<file path="src/design/aluPkg.sv">
package aluPkg;

	// Word and register file geometry fixed by the instruction encoding
	localparam int dataWidth = 16;
	localparam int regAddrWidth = 4;
	localparam int regCount = 1 << regAddrWidth;

	// CR16-style opcodes, any code not listed here executes as NOP
	typedef enum logic [7:0]
	{
		NOP    = 8'h00,
		AND    = 8'h01,
		OR     = 8'h02,
		XOR    = 8'h03,
		NOT    = 8'h0F,
		ADD    = 8'h05,
		ADDU   = 8'h06,
		ADDCU  = 8'h07,
		SUB    = 8'h09,
		CMP    = 8'h0B,
		ADDI   = 8'h50,
		ADDUI  = 8'h60,
		ADDCUI = 8'h70,
		SUBI   = 8'h90,
		CMPI   = 8'hB0,
		LSHI   = 8'h80,
		RSHI   = 8'h81,
		LSH    = 8'h84,
		ALSH   = 8'h86,
		ARSH   = 8'h87,
		RSH    = 8'h8C
	} aluOp_t;

	typedef struct packed
	{
		aluOp_t opcode;
		logic [regAddrWidth-1:0] rDest;
		logic [regAddrWidth-1:0] rSrc;
		logic [7:0] imm;
	} instrWord_t;

	// Processor status register layout
	typedef struct packed
	{
		logic carry;
		logic flag;
		logic low;
		logic negative;
		logic zero;
	} aluFlags_t;

	// One instruction ready to execute
	typedef struct packed
	{
		aluOp_t op;
		logic [dataWidth-1:0] a;
		logic [dataWidth-1:0] b;
		logic [regAddrWidth-1:0] rDest;
		logic valid;
	} execSlot_t;

	// True for every opcode that produces a result
	function automatic logic isExecOp(aluOp_t op);
		return op inside {ADD, ADDI, ADDU, ADDUI, ADDCU, ADDCUI, SUB, SUBI, CMP, CMPI,
			AND, OR, XOR, NOT, LSH, LSHI, RSH, RSHI, ALSH, ARSH};
	endfunction

	// Compares only update status
	function automatic logic writesRegister(aluOp_t op);
		return isExecOp(op) && !(op inside {CMP, CMPI});
	endfunction

endpackage

</file>
<file path="src/design/alu.sv">
`timescale 1ns/100ps

module alu
(
	input  aluPkg::aluOp_t op,
	input  logic [aluPkg::dataWidth-1:0] a,
	input  logic [aluPkg::dataWidth-1:0] b,
	input  logic carryIn,
	output logic [aluPkg::dataWidth-1:0] result,
	output aluPkg::aluFlags_t flags
);

	import aluPkg::*;

	localparam int msb = dataWidth - 1;

	logic [dataWidth:0] sumWide;
	logic [dataWidth:0] sumCarryWide;
	logic [dataWidth-1:0] diff;
	logic addOverflow;
	logic subOverflow;
	logic unsignedLess;
	logic signedLess;
	logic equal;

	//////////////////////////////////////////////////////////////////////
	// Shared arithmetic
	//////////////////////////////////////////////////////////////////////

	assign sumWide = {1'b0, a} + {1'b0, b};
	assign sumCarryWide = sumWide + {{dataWidth{1'b0}}, carryIn};
	assign diff = a - b;

	// Same-sign operands giving a result of the other sign
	assign addOverflow = (a[msb] == b[msb]) && (sumWide[msb] != a[msb]);
	// a - b overflows only when the signs differ
	assign subOverflow = (a[msb] != b[msb]) && (diff[msb] != a[msb]);

	assign unsignedLess = a < b;
	assign signedLess = $signed(a) < $signed(b);
	assign equal = a == b;

	//////////////////////////////////////////////////////////////////////
	// Opcode select
	//////////////////////////////////////////////////////////////////////

	always_comb
	begin
		result = '0;
		flags = '0;
		case (op)
			ADD, ADDI:
			begin
				result = sumWide[msb:0];
				flags.flag = addOverflow;
				flags.zero = ~|sumWide[msb:0];
			end
			ADDU, ADDUI:
			begin
				result = sumWide[msb:0];
				flags.carry = sumWide[dataWidth];
				flags.zero = ~|sumWide[msb:0];
			end
			ADDCU, ADDCUI:
			begin
				result = sumCarryWide[msb:0];
				flags.carry = sumCarryWide[dataWidth];
				flags.zero = ~|sumCarryWide[msb:0];
			end
			SUB, SUBI:
			begin
				result = diff;
				flags.flag = subOverflow;
				flags.zero = ~|diff;
			end
			// Compare leaves the result at zero
			CMP, CMPI:
			begin
				flags.low = unsignedLess;
				flags.negative = signedLess;
				flags.zero = equal;
			end
			AND, OR, XOR, NOT:
			begin
				case (op)
					AND:     result = a & b;
					OR:      result = a | b;
					XOR:     result = a ^ b;
					default: result = ~a;
				endcase
				flags.low = unsignedLess;
				flags.negative = signedLess;
				flags.zero = equal;
			end
			// Full shift amount, 16 and up clears the word
			LSH, LSHI, ALSH:
			begin
				result = a << b;
				flags.zero = ~|(a << b);
			end
			RSH, RSHI:
			begin
				result = a >> b;
				flags.zero = ~|(a >> b);
			end
			ARSH:
			begin
				result = $signed(a) >>> b;
				flags.zero = ~|($signed(a) >>> b);
			end
			default:
			begin
				result = '0;
				flags = '0;
			end
		endcase
	end

endmodule

</file>
<file path="src/design/datapathTop.sv">
`timescale 1ns/100ps

module datapathTop
(
	input  logic clk,
	input  logic reset,
	input  logic instrValid,
	input  aluPkg::instrWord_t instr,
	output logic resultValid,
	output logic [aluPkg::dataWidth-1:0] result,
	output logic [aluPkg::regAddrWidth-1:0] resultDest,
	output aluPkg::aluFlags_t status
);

	import aluPkg::*;

	logic [regAddrWidth-1:0] readAddrA;
	logic [regAddrWidth-1:0] readAddrB;
	logic [dataWidth-1:0] readDataA;
	logic [dataWidth-1:0] readDataB;
	execSlot_t slot;
	logic [dataWidth-1:0] aluResult;
	aluFlags_t aluFlags;
	logic writeEnable;
	logic [regAddrWidth-1:0] writeAddr;
	logic [dataWidth-1:0] writeData;

	//////////////////////////////////////////////////////////////////////
	// Decode and operand read
	//////////////////////////////////////////////////////////////////////

	instructionDecoder decoder
	(
		.clk(clk),
		.reset(reset),
		.instrValid(instrValid),
		.instr(instr),
		.readDataA(readDataA),
		.readDataB(readDataB),
		.wbWriteEnable(writeEnable),
		.wbWriteAddr(writeAddr),
		.wbWriteData(writeData),
		.readAddrA(readAddrA),
		.readAddrB(readAddrB),
		.slot(slot)
	);

	registerFile regFile
	(
		.clk(clk),
		.reset(reset),
		.readAddrA(readAddrA),
		.readAddrB(readAddrB),
		.writeAddr(writeAddr),
		.writeEnable(writeEnable),
		.writeData(writeData),
		.readDataA(readDataA),
		.readDataB(readDataB)
	);

	//////////////////////////////////////////////////////////////////////
	// Execute and writeback
	//////////////////////////////////////////////////////////////////////

	// Add with carry uses the stored carry flag
	alu execUnit
	(
		.op(slot.op),
		.a(slot.a),
		.b(slot.b),
		.carryIn(status.carry),
		.result(aluResult),
		.flags(aluFlags)
	);

	writebackStage writeback
	(
		.clk(clk),
		.reset(reset),
		.slot(slot),
		.aluResult(aluResult),
		.aluFlags(aluFlags),
		.writeEnable(writeEnable),
		.writeAddr(writeAddr),
		.writeData(writeData),
		.resultValid(resultValid),
		.result(result),
		.resultDest(resultDest),
		.status(status)
	);

endmodule

</file>
<file path="src/design/instructionDecoder.sv">
`timescale 1ns/100ps

module instructionDecoder
(
	input  logic clk,
	input  logic reset,
	input  logic instrValid,
	input  aluPkg::instrWord_t instr,
	input  logic [aluPkg::dataWidth-1:0] readDataA,
	input  logic [aluPkg::dataWidth-1:0] readDataB,
	input  logic wbWriteEnable,
	input  logic [aluPkg::regAddrWidth-1:0] wbWriteAddr,
	input  logic [aluPkg::dataWidth-1:0] wbWriteData,
	output logic [aluPkg::regAddrWidth-1:0] readAddrA,
	output logic [aluPkg::regAddrWidth-1:0] readAddrB,
	output aluPkg::execSlot_t slot
);

	import aluPkg::*;

	logic [dataWidth-1:0] operandA;
	logic [dataWidth-1:0] regB;
	logic [dataWidth-1:0] operandB;
	logic bFromReg;
	execSlot_t slotReg;
	logic [regAddrWidth-1:0] slotAddrB;
	logic slotBFromReg;

	// A is always rDest, B is rSrc unless the opcode carries an immediate
	assign readAddrA = instr.rDest;
	assign readAddrB = instr.rSrc;

	// Write pending in the writeback stage lands at the same edge as this slot
	assign operandA = (wbWriteEnable && wbWriteAddr == readAddrA) ? wbWriteData : readDataA;
	assign regB = (wbWriteEnable && wbWriteAddr == readAddrB) ? wbWriteData : readDataB;

	//////////////////////////////////////////////////////////////////////
	// Immediate selection
	//////////////////////////////////////////////////////////////////////

	always_comb
	begin
		bFromReg = 1'b1;
		operandB = regB;
		case (instr.opcode)
			ADDI, SUBI, CMPI:
			begin
				bFromReg = 1'b0;
				operandB = {{(dataWidth-8){instr.imm[7]}}, instr.imm};
			end
			ADDUI, ADDCUI, LSHI, RSHI:
			begin
				bFromReg = 1'b0;
				operandB = {{(dataWidth-8){1'b0}}, instr.imm};
			end
			default:
			begin
				bFromReg = 1'b1;
				operandB = regB;
			end
		endcase
	end

	//////////////////////////////////////////////////////////////////////
	// Execute slot
	//////////////////////////////////////////////////////////////////////

	always_ff @(posedge clk)
	begin
		slotReg.op <= instr.opcode;
		slotReg.a <= operandA;
		slotReg.b <= operandB;
		slotReg.rDest <= instr.rDest;
		slotAddrB <= instr.rSrc;
		slotBFromReg <= bFromReg;
		if (reset)
			slotReg.valid <= 1'b0;
		else
			slotReg.valid <= instrValid && isExecOp(instr.opcode);
	end

	// The instruction just ahead finishes at the edge that captured this slot
	// so its result is patched in after the register
	always_comb
	begin
		slot = slotReg;
		if (wbWriteEnable && wbWriteAddr == slotReg.rDest)
			slot.a = wbWriteData;
		if (slotBFromReg && wbWriteEnable && wbWriteAddr == slotAddrB)
			slot.b = wbWriteData;
	end

endmodule

</file>
<file path="src/design/registerFile.sv">
`timescale 1ns/100ps

module registerFile
(
	input  logic clk,
	input  logic reset,
	input  logic [aluPkg::regAddrWidth-1:0] readAddrA,
	input  logic [aluPkg::regAddrWidth-1:0] readAddrB,
	input  logic [aluPkg::regAddrWidth-1:0] writeAddr,
	input  logic writeEnable,
	input  logic [aluPkg::dataWidth-1:0] writeData,
	output logic [aluPkg::dataWidth-1:0] readDataA,
	output logic [aluPkg::dataWidth-1:0] readDataB
);

	import aluPkg::*;

	logic [dataWidth-1:0] regs [regCount];

	// Every register starts at zero
	always_ff @(posedge clk)
	begin
		if (reset)
		begin
			for (int i = 0; i < regCount; i++)
				regs[i] <= '0;
		end
		else if (writeEnable)
		begin
			regs[writeAddr] <= writeData;
		end
	end

	// Stored value only, forwarding lives in the decoder
	assign readDataA = regs[readAddrA];
	assign readDataB = regs[readAddrB];

endmodule

</file>
<file path="src/design/writebackStage.sv">
`timescale 1ns/100ps

module writebackStage
(
	input  logic clk,
	input  logic reset,
	input  aluPkg::execSlot_t slot,
	input  logic [aluPkg::dataWidth-1:0] aluResult,
	input  aluPkg::aluFlags_t aluFlags,
	output logic writeEnable,
	output logic [aluPkg::regAddrWidth-1:0] writeAddr,
	output logic [aluPkg::dataWidth-1:0] writeData,
	output logic resultValid,
	output logic [aluPkg::dataWidth-1:0] result,
	output logic [aluPkg::regAddrWidth-1:0] resultDest,
	output aluPkg::aluFlags_t status
);

	import aluPkg::*;

	logic [dataWidth-1:0] resultReg;
	logic [regAddrWidth-1:0] destReg;

	// Strobes and status register
	always_ff @(posedge clk)
	begin
		if (reset)
		begin
			resultValid <= 1'b0;
			writeEnable <= 1'b0;
			status <= '0;
		end
		else
		begin
			resultValid <= slot.valid;
			writeEnable <= slot.valid && writesRegister(slot.op);
			if (slot.valid)
				status <= aluFlags;
		end
	end

	// Holds the last result between strobes
	always_ff @(posedge clk)
	begin
		if (slot.valid)
		begin
			resultReg <= aluResult;
			destReg <= slot.rDest;
		end
	end

	// One register feeds the outside port, the register file and forwarding
	assign writeData = resultReg;
	assign writeAddr = destReg;
	assign result = resultReg;
	assign resultDest = destReg;

endmodule

</file>
<file path="config.mk">
export PLATFORM = sky130hd
export DESIGN_NAME = datapathTop
export DESIGN_NICKNAME = d
export VERILOG_FILES = /design/src/design/aluPkg.sv /design/src/design/alu.sv /design/src/design/datapathTop.sv /design/src/design/instructionDecoder.sv /design/src/design/registerFile.sv /design/src/design/writebackStage.sv
export SDC_FILE = /design/constraint.sdc
export NUM_CORES = 1
export LEC_CHECK = 0
export ABC_AREA = 1
export BUFFER_PORTS_ARGS = -buffer_cell sky130_fd_sc_hd__clkbuf_2
export CAP_MARGIN = 10
export CORE_ASPECT_RATIO = 0.9
export CORE_MARGIN = 10
export CORE_UTILIZATION = 40
export CTS_CLUSTER_DIAMETER = 40
export DETAILED_ROUTE_END_ITERATION = 10
export PLACE_DENSITY = 0.61
export SLEW_MARGIN = 20
export SYNTH_ARGS = -nofsm -noshare
export SYNTH_HDL_FRONTEND = slang
export SYNTH_SLANG_ARGS = --single-unit
</file>
<file path="constraint.sdc">
create_clock -name clk -period 5.35 [get_ports clk]
set_clock_uncertainty 0.05 [all_clocks]
set_input_delay 0.8025 -clock clk [delete_from_list [all_inputs] [get_ports clk]]
set_output_delay 0.8025 -clock clk [all_outputs]
set_load 0.01 [all_outputs]
</file>
==> flow_metrics.tcl, run 1 <==
set metrics [dict create \
    ys_ff_latch 333 \
    clk_pin_slew_worst_paths_ns 0.06 \
    core_sq_mm 0.0560 \
    peakVddDrop_uv 285 \
    netlist_area_sq_mm 0.0228 \
    clk_path_buf_depth 3 \
    rsz0062_at_grt "false" \
    drt_iter0_drc 3528 \
    drt-pass1-iter-count 6 \
    relSlewSlack 0.280 \
    setup_viol 0 \
    grt_pass1_wl_um 145000 \
    cp_common_cell "nand2_1" \
    die_x_um 272 \
    most-common-layout-cells "nand2_1 (537), nor2_1 (502), o21ai_0 (327), edfxtp_1 (276), inv_1 (264)" \
    initial_core_util 0.407 \
    yosysSeqAreaShare 0.414 \
    fin_crit_ns 4.96 \
    r2r_cells 22 \
    period_share 0.927 \
    drive_gt1_frac 0.102 \
    gr-total-overflow 0 \
    worst_pin_slew_ns 1.05 \
    power_w 0.00872 \
    clock_latency_ns 0.61 \
    synth.distinct_cells 59 \
    critPathSlowestCell "a21oi_1" \
    rows 82 \
    ctsHtreeMaxLevel 2 \
    async_flop_share 0 \
    area_growth_pct 13.9 \
    wl_per_cell_um 25.4 \
    design_area_sq_mm 0.0260 \
    synth.yosys.warnings 0 \
    slew_violations 0 \
    cts_sinks 333 \
    grt_usage 0.286 \
    hold_buffers 0 \
    final_net_count 3182 \
    startpoint_type "register" \
    hold_viol 0 \
    dieArea_sq_mm 0.0669 \
    synth_area_per_cell_sq_um 7.38 \
    max_freq_mhz 202 \
    dp_hpwl_um 71300 \
    hold_path.class "input pin to register" \
    grt_max_degree 125 \
    nFillCells 5622 \
    cts_made_buffers 54 \
    drc 0 \
    status "finished clean" \
    vias 23600 \
    fp.dieH_um 246 \
    worstPathCellList "inv_2 -> nand2_1 -> nand3_1 -> nor2_2 -> nand3_1 -> nand2_1 -> nand2_1 -> nor2_4 -> nand3_2 -> o21ai_2 -> nand2_1 -> nand3_1 -> nand2_1 -> a21oi_1 -> nand2_1 -> nor2_1 -> nand3_1 -> nor2_1 -> nand2_1 -> nand3_1 -> nand2_1 -> a21oi_2" \
    antennaDiodeCount 0 \
    cts_tree "built" \
    grt_pass1_vias 21700 \
    crit_path_end_kind "register" \
    crit_required_ns 5.83 \
    synthCells 3090 \
    power_density_mw_per_mm2 336 \
    synthesis.nets 3173 \
    place.gp.congestion 1.06 \
    mostFrequentLayoutCell "nand2_1" \
    hold_depth 1 \
    cts_root_buf "clkbuf_16" \
    ant_nets 0 \
    io_buffers 52 \
    cellLeakagePower_nw 10.9 \
    drt_wl_total_um 99200 \
    antenna_found_initial 0 \
    synth_edf_count 276 \
    maxCapViolCount 0 \
    synth_ff_type "edfxtp_1" \
    critPathKind "register to register" \
    postPlaceCellArea_sq_mm 0.0240 \
    cpPeakStageDelay_ns 0.57 \
    fin_hold_ws_ns 0.288 \
    tns_ns 0 \
    cp.arrival_ns 5.44 \
    cp_max_fo 23 \
    io_pins 53 \
    vias_per_cell 6.06 \
]
==> sequential cells by signal, indices dropped and copies added (netlist names) <==
| name | flops |
|---|---|
| writeback.result | 16 |
| writeback.resultDest | 4 |
| decoder.slotBFromReg | 1 |
| writeback.writeEnable | 1 |
| decoder.slot | 13 |
| regFile.regs | 256 |
| decoder.slotReg | 32 |
| writeback.resultValid | 1 |
| writeback.status | 5 |
| decoder.slotAddrB | 4 |
==> routing by layer <==
layer | GRT usage | wire (um) | vias up
met5 | 0 | 0 | -
li1 | - | - | 10600
met3 | 0.0636 | 12200 | 172
met4 | 0.0887 | 2970 | 0
met1 | 0.413 | 42700 | 11300
met2 | 0.417 | 41300 | 1542
==> where the power goes <==
part	internal, W	switching [W]	leakage, nW
registers	0.00291	0.0000507	3.31
logic	0.000523	0.00148	6.67
clock network	0.00240	0.00136	0.944
total	0.00583	0.00289	10.9
==> final timing paths <==
path | startpoint | end | slack (ns)
setup / recovery | writeback.resultDest[0] | writeback.status[0] | 0.39
hold / removal | instr[20] | decoder.slot[41] | 0.29
setup reg to reg | writeback.resultDest[0] | writeback.status[0] | 0.39
hold reg to reg | decoder.slot[1] | writeback.resultDest[0] | 0.38
==> what timing repair did <==
item	in CTS	in global routing
resized for setup	0	1
endpoints found under the hold margin	0	0
buffers inserted	0	0
endpoints found under the setup margin	0	1
==> kinds of logic (layout without fill, tap and decap cells) <==
| family | after synthesis | in the layout | share of synthesized area |
|---|---|---|---|
| AOI/OAI and AO/OA | 789 | 789 | 0.204 |
| xor gates and xnor gates | 27 | 27 | 0.0110 |
| adders and majority gates | 56 | 56 | 0.0307 |
| buffers and inverters | 504 | 557 | 0.0858 |
| DFF | 333 | 333 | 0.414 |
| and+or+nand+nor | 1381 | 1381 | 0.255 |
==> synthesized netlist by cell type (14+ instances only) <==
library cell	count	area (sq um)
clkinv_1	21	78.8
a21oi_1	189	946
nand4_1	26	163
nand2_2	19	119
ha_1	56	701
o21ai_0	327	1640
buf_1	18	67.6
buf_2	16	80.1
nand2_1	537	2020
clkbuf_1	161	604
nor2_1	502	1880
o21a_1	16	120
dfxtp_1	57	1140
nand3_1	233	1170
inv_2	14	52.6
o21ai_1	19	95.1
nor3_1	26	130
o32ai_1	17	149
a31oi_1	20	125
xor2_1	23	201
o211ai_1	75	563
o22ai_1	17	106
a211oi_1	53	398
inv_1	265	995
edfxtp_1	276	8290
==> critical path: cells and delay by family, from the launching register on <==
family	cells	cell delay, ns
AOI/OAI and AO/OA	3	0.96
buffers and inverters	1	0.10
DFF	1	0.56
and+or+nand+nor	18	3.19
==> stage by stage <==
step / std cells / util / setup slack (ns)
2_1_floorplan: 3090 / - / 1.21
3_3_place_gp: 3799 / 0.429 / 0.419
5_1_grt: 3899 / 0.463 / 0.0454
3_5_place_dp: 3799 / 0.429 / 0.550
4_1_cts: 3899 / 0.463 / 0.527
6_report: 3899 / 0.463 / 0.392
==> final cells by class <==
cell class | count | area [sq um] | area share
tap | 756 | 946 | 0.0364
clock buffer | 64 | 1450 | 0.0560
timing repair buffer | 157 | 1080 | 0.0418
inverter | 300 | 1130 | 0.0435
clock inverter | 36 | 495 | 0.0191
multi-input combinational | 2253 | 11400 | 0.440
sequential | 333 | 9430 | 0.363
Note: power is estimated with default switching activity, not from simulation.
==> inputs of run 2 (changes only) <==
--- a/config.mk
+++ b/config.mk
@@ -12,9 +12,12 @@
 export CORE_MARGIN = 10
 export CORE_UTILIZATION = 40
 export CTS_CLUSTER_DIAMETER = 40
+export CTS_CLUSTER_SIZE = 40
 export DETAILED_ROUTE_END_ITERATION = 10
+export GPL_TIMING_DRIVEN = 0
 export PLACE_DENSITY = 0.61
 export SLEW_MARGIN = 20
 export SYNTH_ARGS = -nofsm -noshare
 export SYNTH_HDL_FRONTEND = slang
+export SYNTH_HIERARCHICAL = 1
 export SYNTH_SLANG_ARGS = --single-unit
==> run 2 against run 1 <==
Net effect: worst hold slack lost 0.028 ns; highest routed layer unchanged; critical path type unchanged; global-route usage is essentially flat; non-clock buffer count grew 147; critical path depth grew 2; via count grew 13%; routed wire length grew 9.5%; final cell count grew 20%; die area grew 8.5%; combinational power grew 14%; flip-flop and latch count is the same; first-iteration DRC count grew 20%.
==> flow_metrics.tcl, run 2 <==
set metrics [dict create \
    postPlaceCellArea_sq_mm 0.0262 \
    synth_area_per_cell_sq_um 6.83 \
    cp-endpoint "writeback/result[10]" \
    synthCells 3648 \
    hold_viol 0 \
    io_pins 53 \
    cts_made_buffers 68 \
    clock_latency_ns 0.60 \
    mostFrequentLayoutCell "nand2_1" \
    rows 86 \
    synthMuxAreaShare 0 \
    cp.arrival_ns 5.40 \
    tns_ns 0 \
    critPathSlowestCell "edfxtp_1" \
    synth_compound_area_frac 0.0581 \
    startpoint "writeback/resultDest[3]" \
    dieArea_sq_mm 0.0727 \
    async_flop_share 0 \
    synth.distinct_cells 62 \
    ctsHtreeMaxLevel 3 \
    power_density_mw_per_mm2 333 \
    grt_pass1_vias 24100 \
    r2r_slack_ns 0.22 \
    worstReg2RegEnd "writeback/result[10]" \
    worst_pin_slew_ns 1.15 \
    critPathKind "register to register" \
    cts_root_buf "clkbuf_16" \
    crit_path_end_kind "register" \
    reg2reg_from "writeback/resultDest[3]" \
    area_growth_pct 15.3 \
    drive_gt1_frac 0.129 \
    fin_crit_ns 5.13 \
    top_register "regFile/regs" \
    ys_ff_latch 333 \
    die_x_um 283 \
    cp_max_fo 11 \
    cts_tree "built" \
    grt_max_degree 27 \
    clk_path_buf_depth 3 \
    path_buf_inv 8 \
    antennaDiodeCount 0 \
    synth_xor_area_frac 0.00623 \
    cellLeakagePower_nw 13.6 \
    drt_wl_total_um 109000 \
    synth_simple_gate_area_share 0.403 \
    yosysSeqAreaShare 0.379 \
    cpPeakStageDelay_ns 0.42 \
    antenna_found_initial 1 \
    maxCapViolCount 0 \
    hold_path.class "input pin to register" \
    core_sq_mm 0.0614 \
    synth_most_common_cell "nand2_1" \
    netlist_area_sq_mm 0.0249 \
    place.gp.congestion 1.04 \
    cp_common_cell "nand2_2" \
    worstPathCellList "buf_4 -> inv_1 -> nor2_1 -> nor3_1 -> nand2_2 -> buf_4 -> o21ai_4 -> buf_6 -> clkinvlp_4 -> clkbuf_4 -> ha_1 -> buf_6 -> a21oi_4 -> nand2_2 -> xor2_2 -> inv_2 -> nand2_2 -> nor2_4 -> nand3_2 -> nor2_4 -> nand2_1 -> xor2_1 -> nand2_1 -> o2111ai_1" \
    ant_nets 0 \
    vias 26600 \
    drt_iter0_drc 4234 \
    crit_required_ns 5.61 \
    wl_per_cell_um 23.3 \
    critical_path.top_delay_family "buffers and inverters" \
    synthesis.nets 3731 \
    largest_reg_flops 256 \
    synth.area.top_cells "edfxtp_1 (33%), nand2_1 (16%), nand3_1 (13%), inv_1 (6.8%), nor2_1 (5.7%)" \
    startpoint_type "register" \
    synthAdderAreaFrac 0.0287 \
    dp_hpwl_um 84800 \
    final_net_count 3860 \
    design_area_sq_mm 0.0287 \
    gr-total-overflow 0 \
    setup_viol 0 \
    slew_violations 0 \
    synth_commonest_cells "nand2_1 (1,075), nand3_1 (660), inv_1 (451), nor2_1 (379), edfxtp_1 (276)" \
    status "finished clean" \
    cts_sinks 333 \
    initial_core_util 0.405 \
    drc 0 \
    most-common-layout-cells "nand2_1 (1,074), nand3_1 (660), inv_1 (449), nor2_1 (378), edfxtp_1 (276)" \
    synth_top_area_frac 0.333 \
    period_share 0.960 \
    vias_per_cell 5.69 \
    clk_pin_slew_worst_paths_ns 0.05 \
    synth_ff_type "edfxtp_1" \
    relSlewSlack 0.235 \
    grt_pass1_wl_um 157000 \
    r2r_cells 24 \
    synth_top_family_by_area "simple AND/OR/NAND/NOR gates" \
    hold_buffers 0 \
    fin_hold_ws_ns 0.260 \
    hold_path_startpoint "instr[21]" \
    synth.yosys.warnings 6 \
    drt-pass1-iter-count 7 \
    io_buffers 52 \
    yosysTopAreaCell "edfxtp_1" \
    cp.depth 24 \
    grt_usage 0.286 \
    max_freq_mhz 195 \
    peakVddDrop_uv 261 \
    synth_edf_count 276 \
    fp.dieH_um 257 \
]
[run 2: cell count changes after synthesis, moves of 123 or more]
cell     delta
inv_1     +186
o21ai_0   -256
a21oi_1   -125
nand2_1   +538
nand3_1   +427
nor2_1    -123
[run 2: worst min-delay path by stage]
stage               cells after the start                   to  slack (ns)
global route                            1     decoder/slot[42]        0.25
global placement                        2  writeback/status[2]        0.40
floorplan                               2  writeback/status[0]        0.43
CTS                                     1     decoder/slot[42]        0.24
detailed placement                      2  writeback/status[1]        0.41
finish                                  1     decoder/slot[42]        0.26
[run 2: cell type report]
type	count	area, sq um
Buffer	243	1350
Clock buffer	80	1860
Clock inverter	46	475
Fill cell	6415	32700
Inverter	479	1810
Multi-Input combinational cell	2591	12400
Sequential cell	333	9430
Tap cell	836	1050
Timing Repair Buffer	61	328
[run 2: timing repair]
| action | CTS | global route |
|---|---|---|
| setup buffers | 0 | 9 |
| pin swaps | 0 | 1 |
| gates cloned | 0 | 0 |
| gates resized for setup | 8 | 35 |
| endpoints found under the setup margin | 17 | 15 |
[run 2: metrics by stage]
stage / power [W] / setup WS (ns) / util / cells
floorplan: 0.00441 / 1.18 / - / 3648
global placement: 0.00514 / -0.554 / 0.427 / 4536
detailed placement: 0.00513 / -0.541 / 0.427 / 4536
CTS: 0.00948 / 0.0111 / 0.465 / 4660
global route: 0.00989 / -0.00201 / 0.468 / 4669
finish: 0.00957 / 0.216 / 0.468 / 4669
[run 2: cell families (layout without fill, tap and decap cells)]
group           count (synthesis)  in the layout
simple gates                 2281           2281
buf+inv                       724            909
flops                         333            333
compound gates                238            238
fa+ha+maj                      56             56
xor+xnor                       16             16
[run 2: metal layers]
metal / track usage / part of all wire
met1: 0.433 / 0.44
met5: 0 / 0
met3: 0.0762 / 0.14
met2: 0.382 / 0.38
met4: 0.0882 / 0.030
[run 2: report_power, final]
part	total (W)	internal, W	switching [W]
clock	0.00434	0.00278	0.00156
combinational	0.00229	0.000594	0.00169
sequential	0.00294	0.00291	0.0000298
total	0.00957	0.00628	0.00328
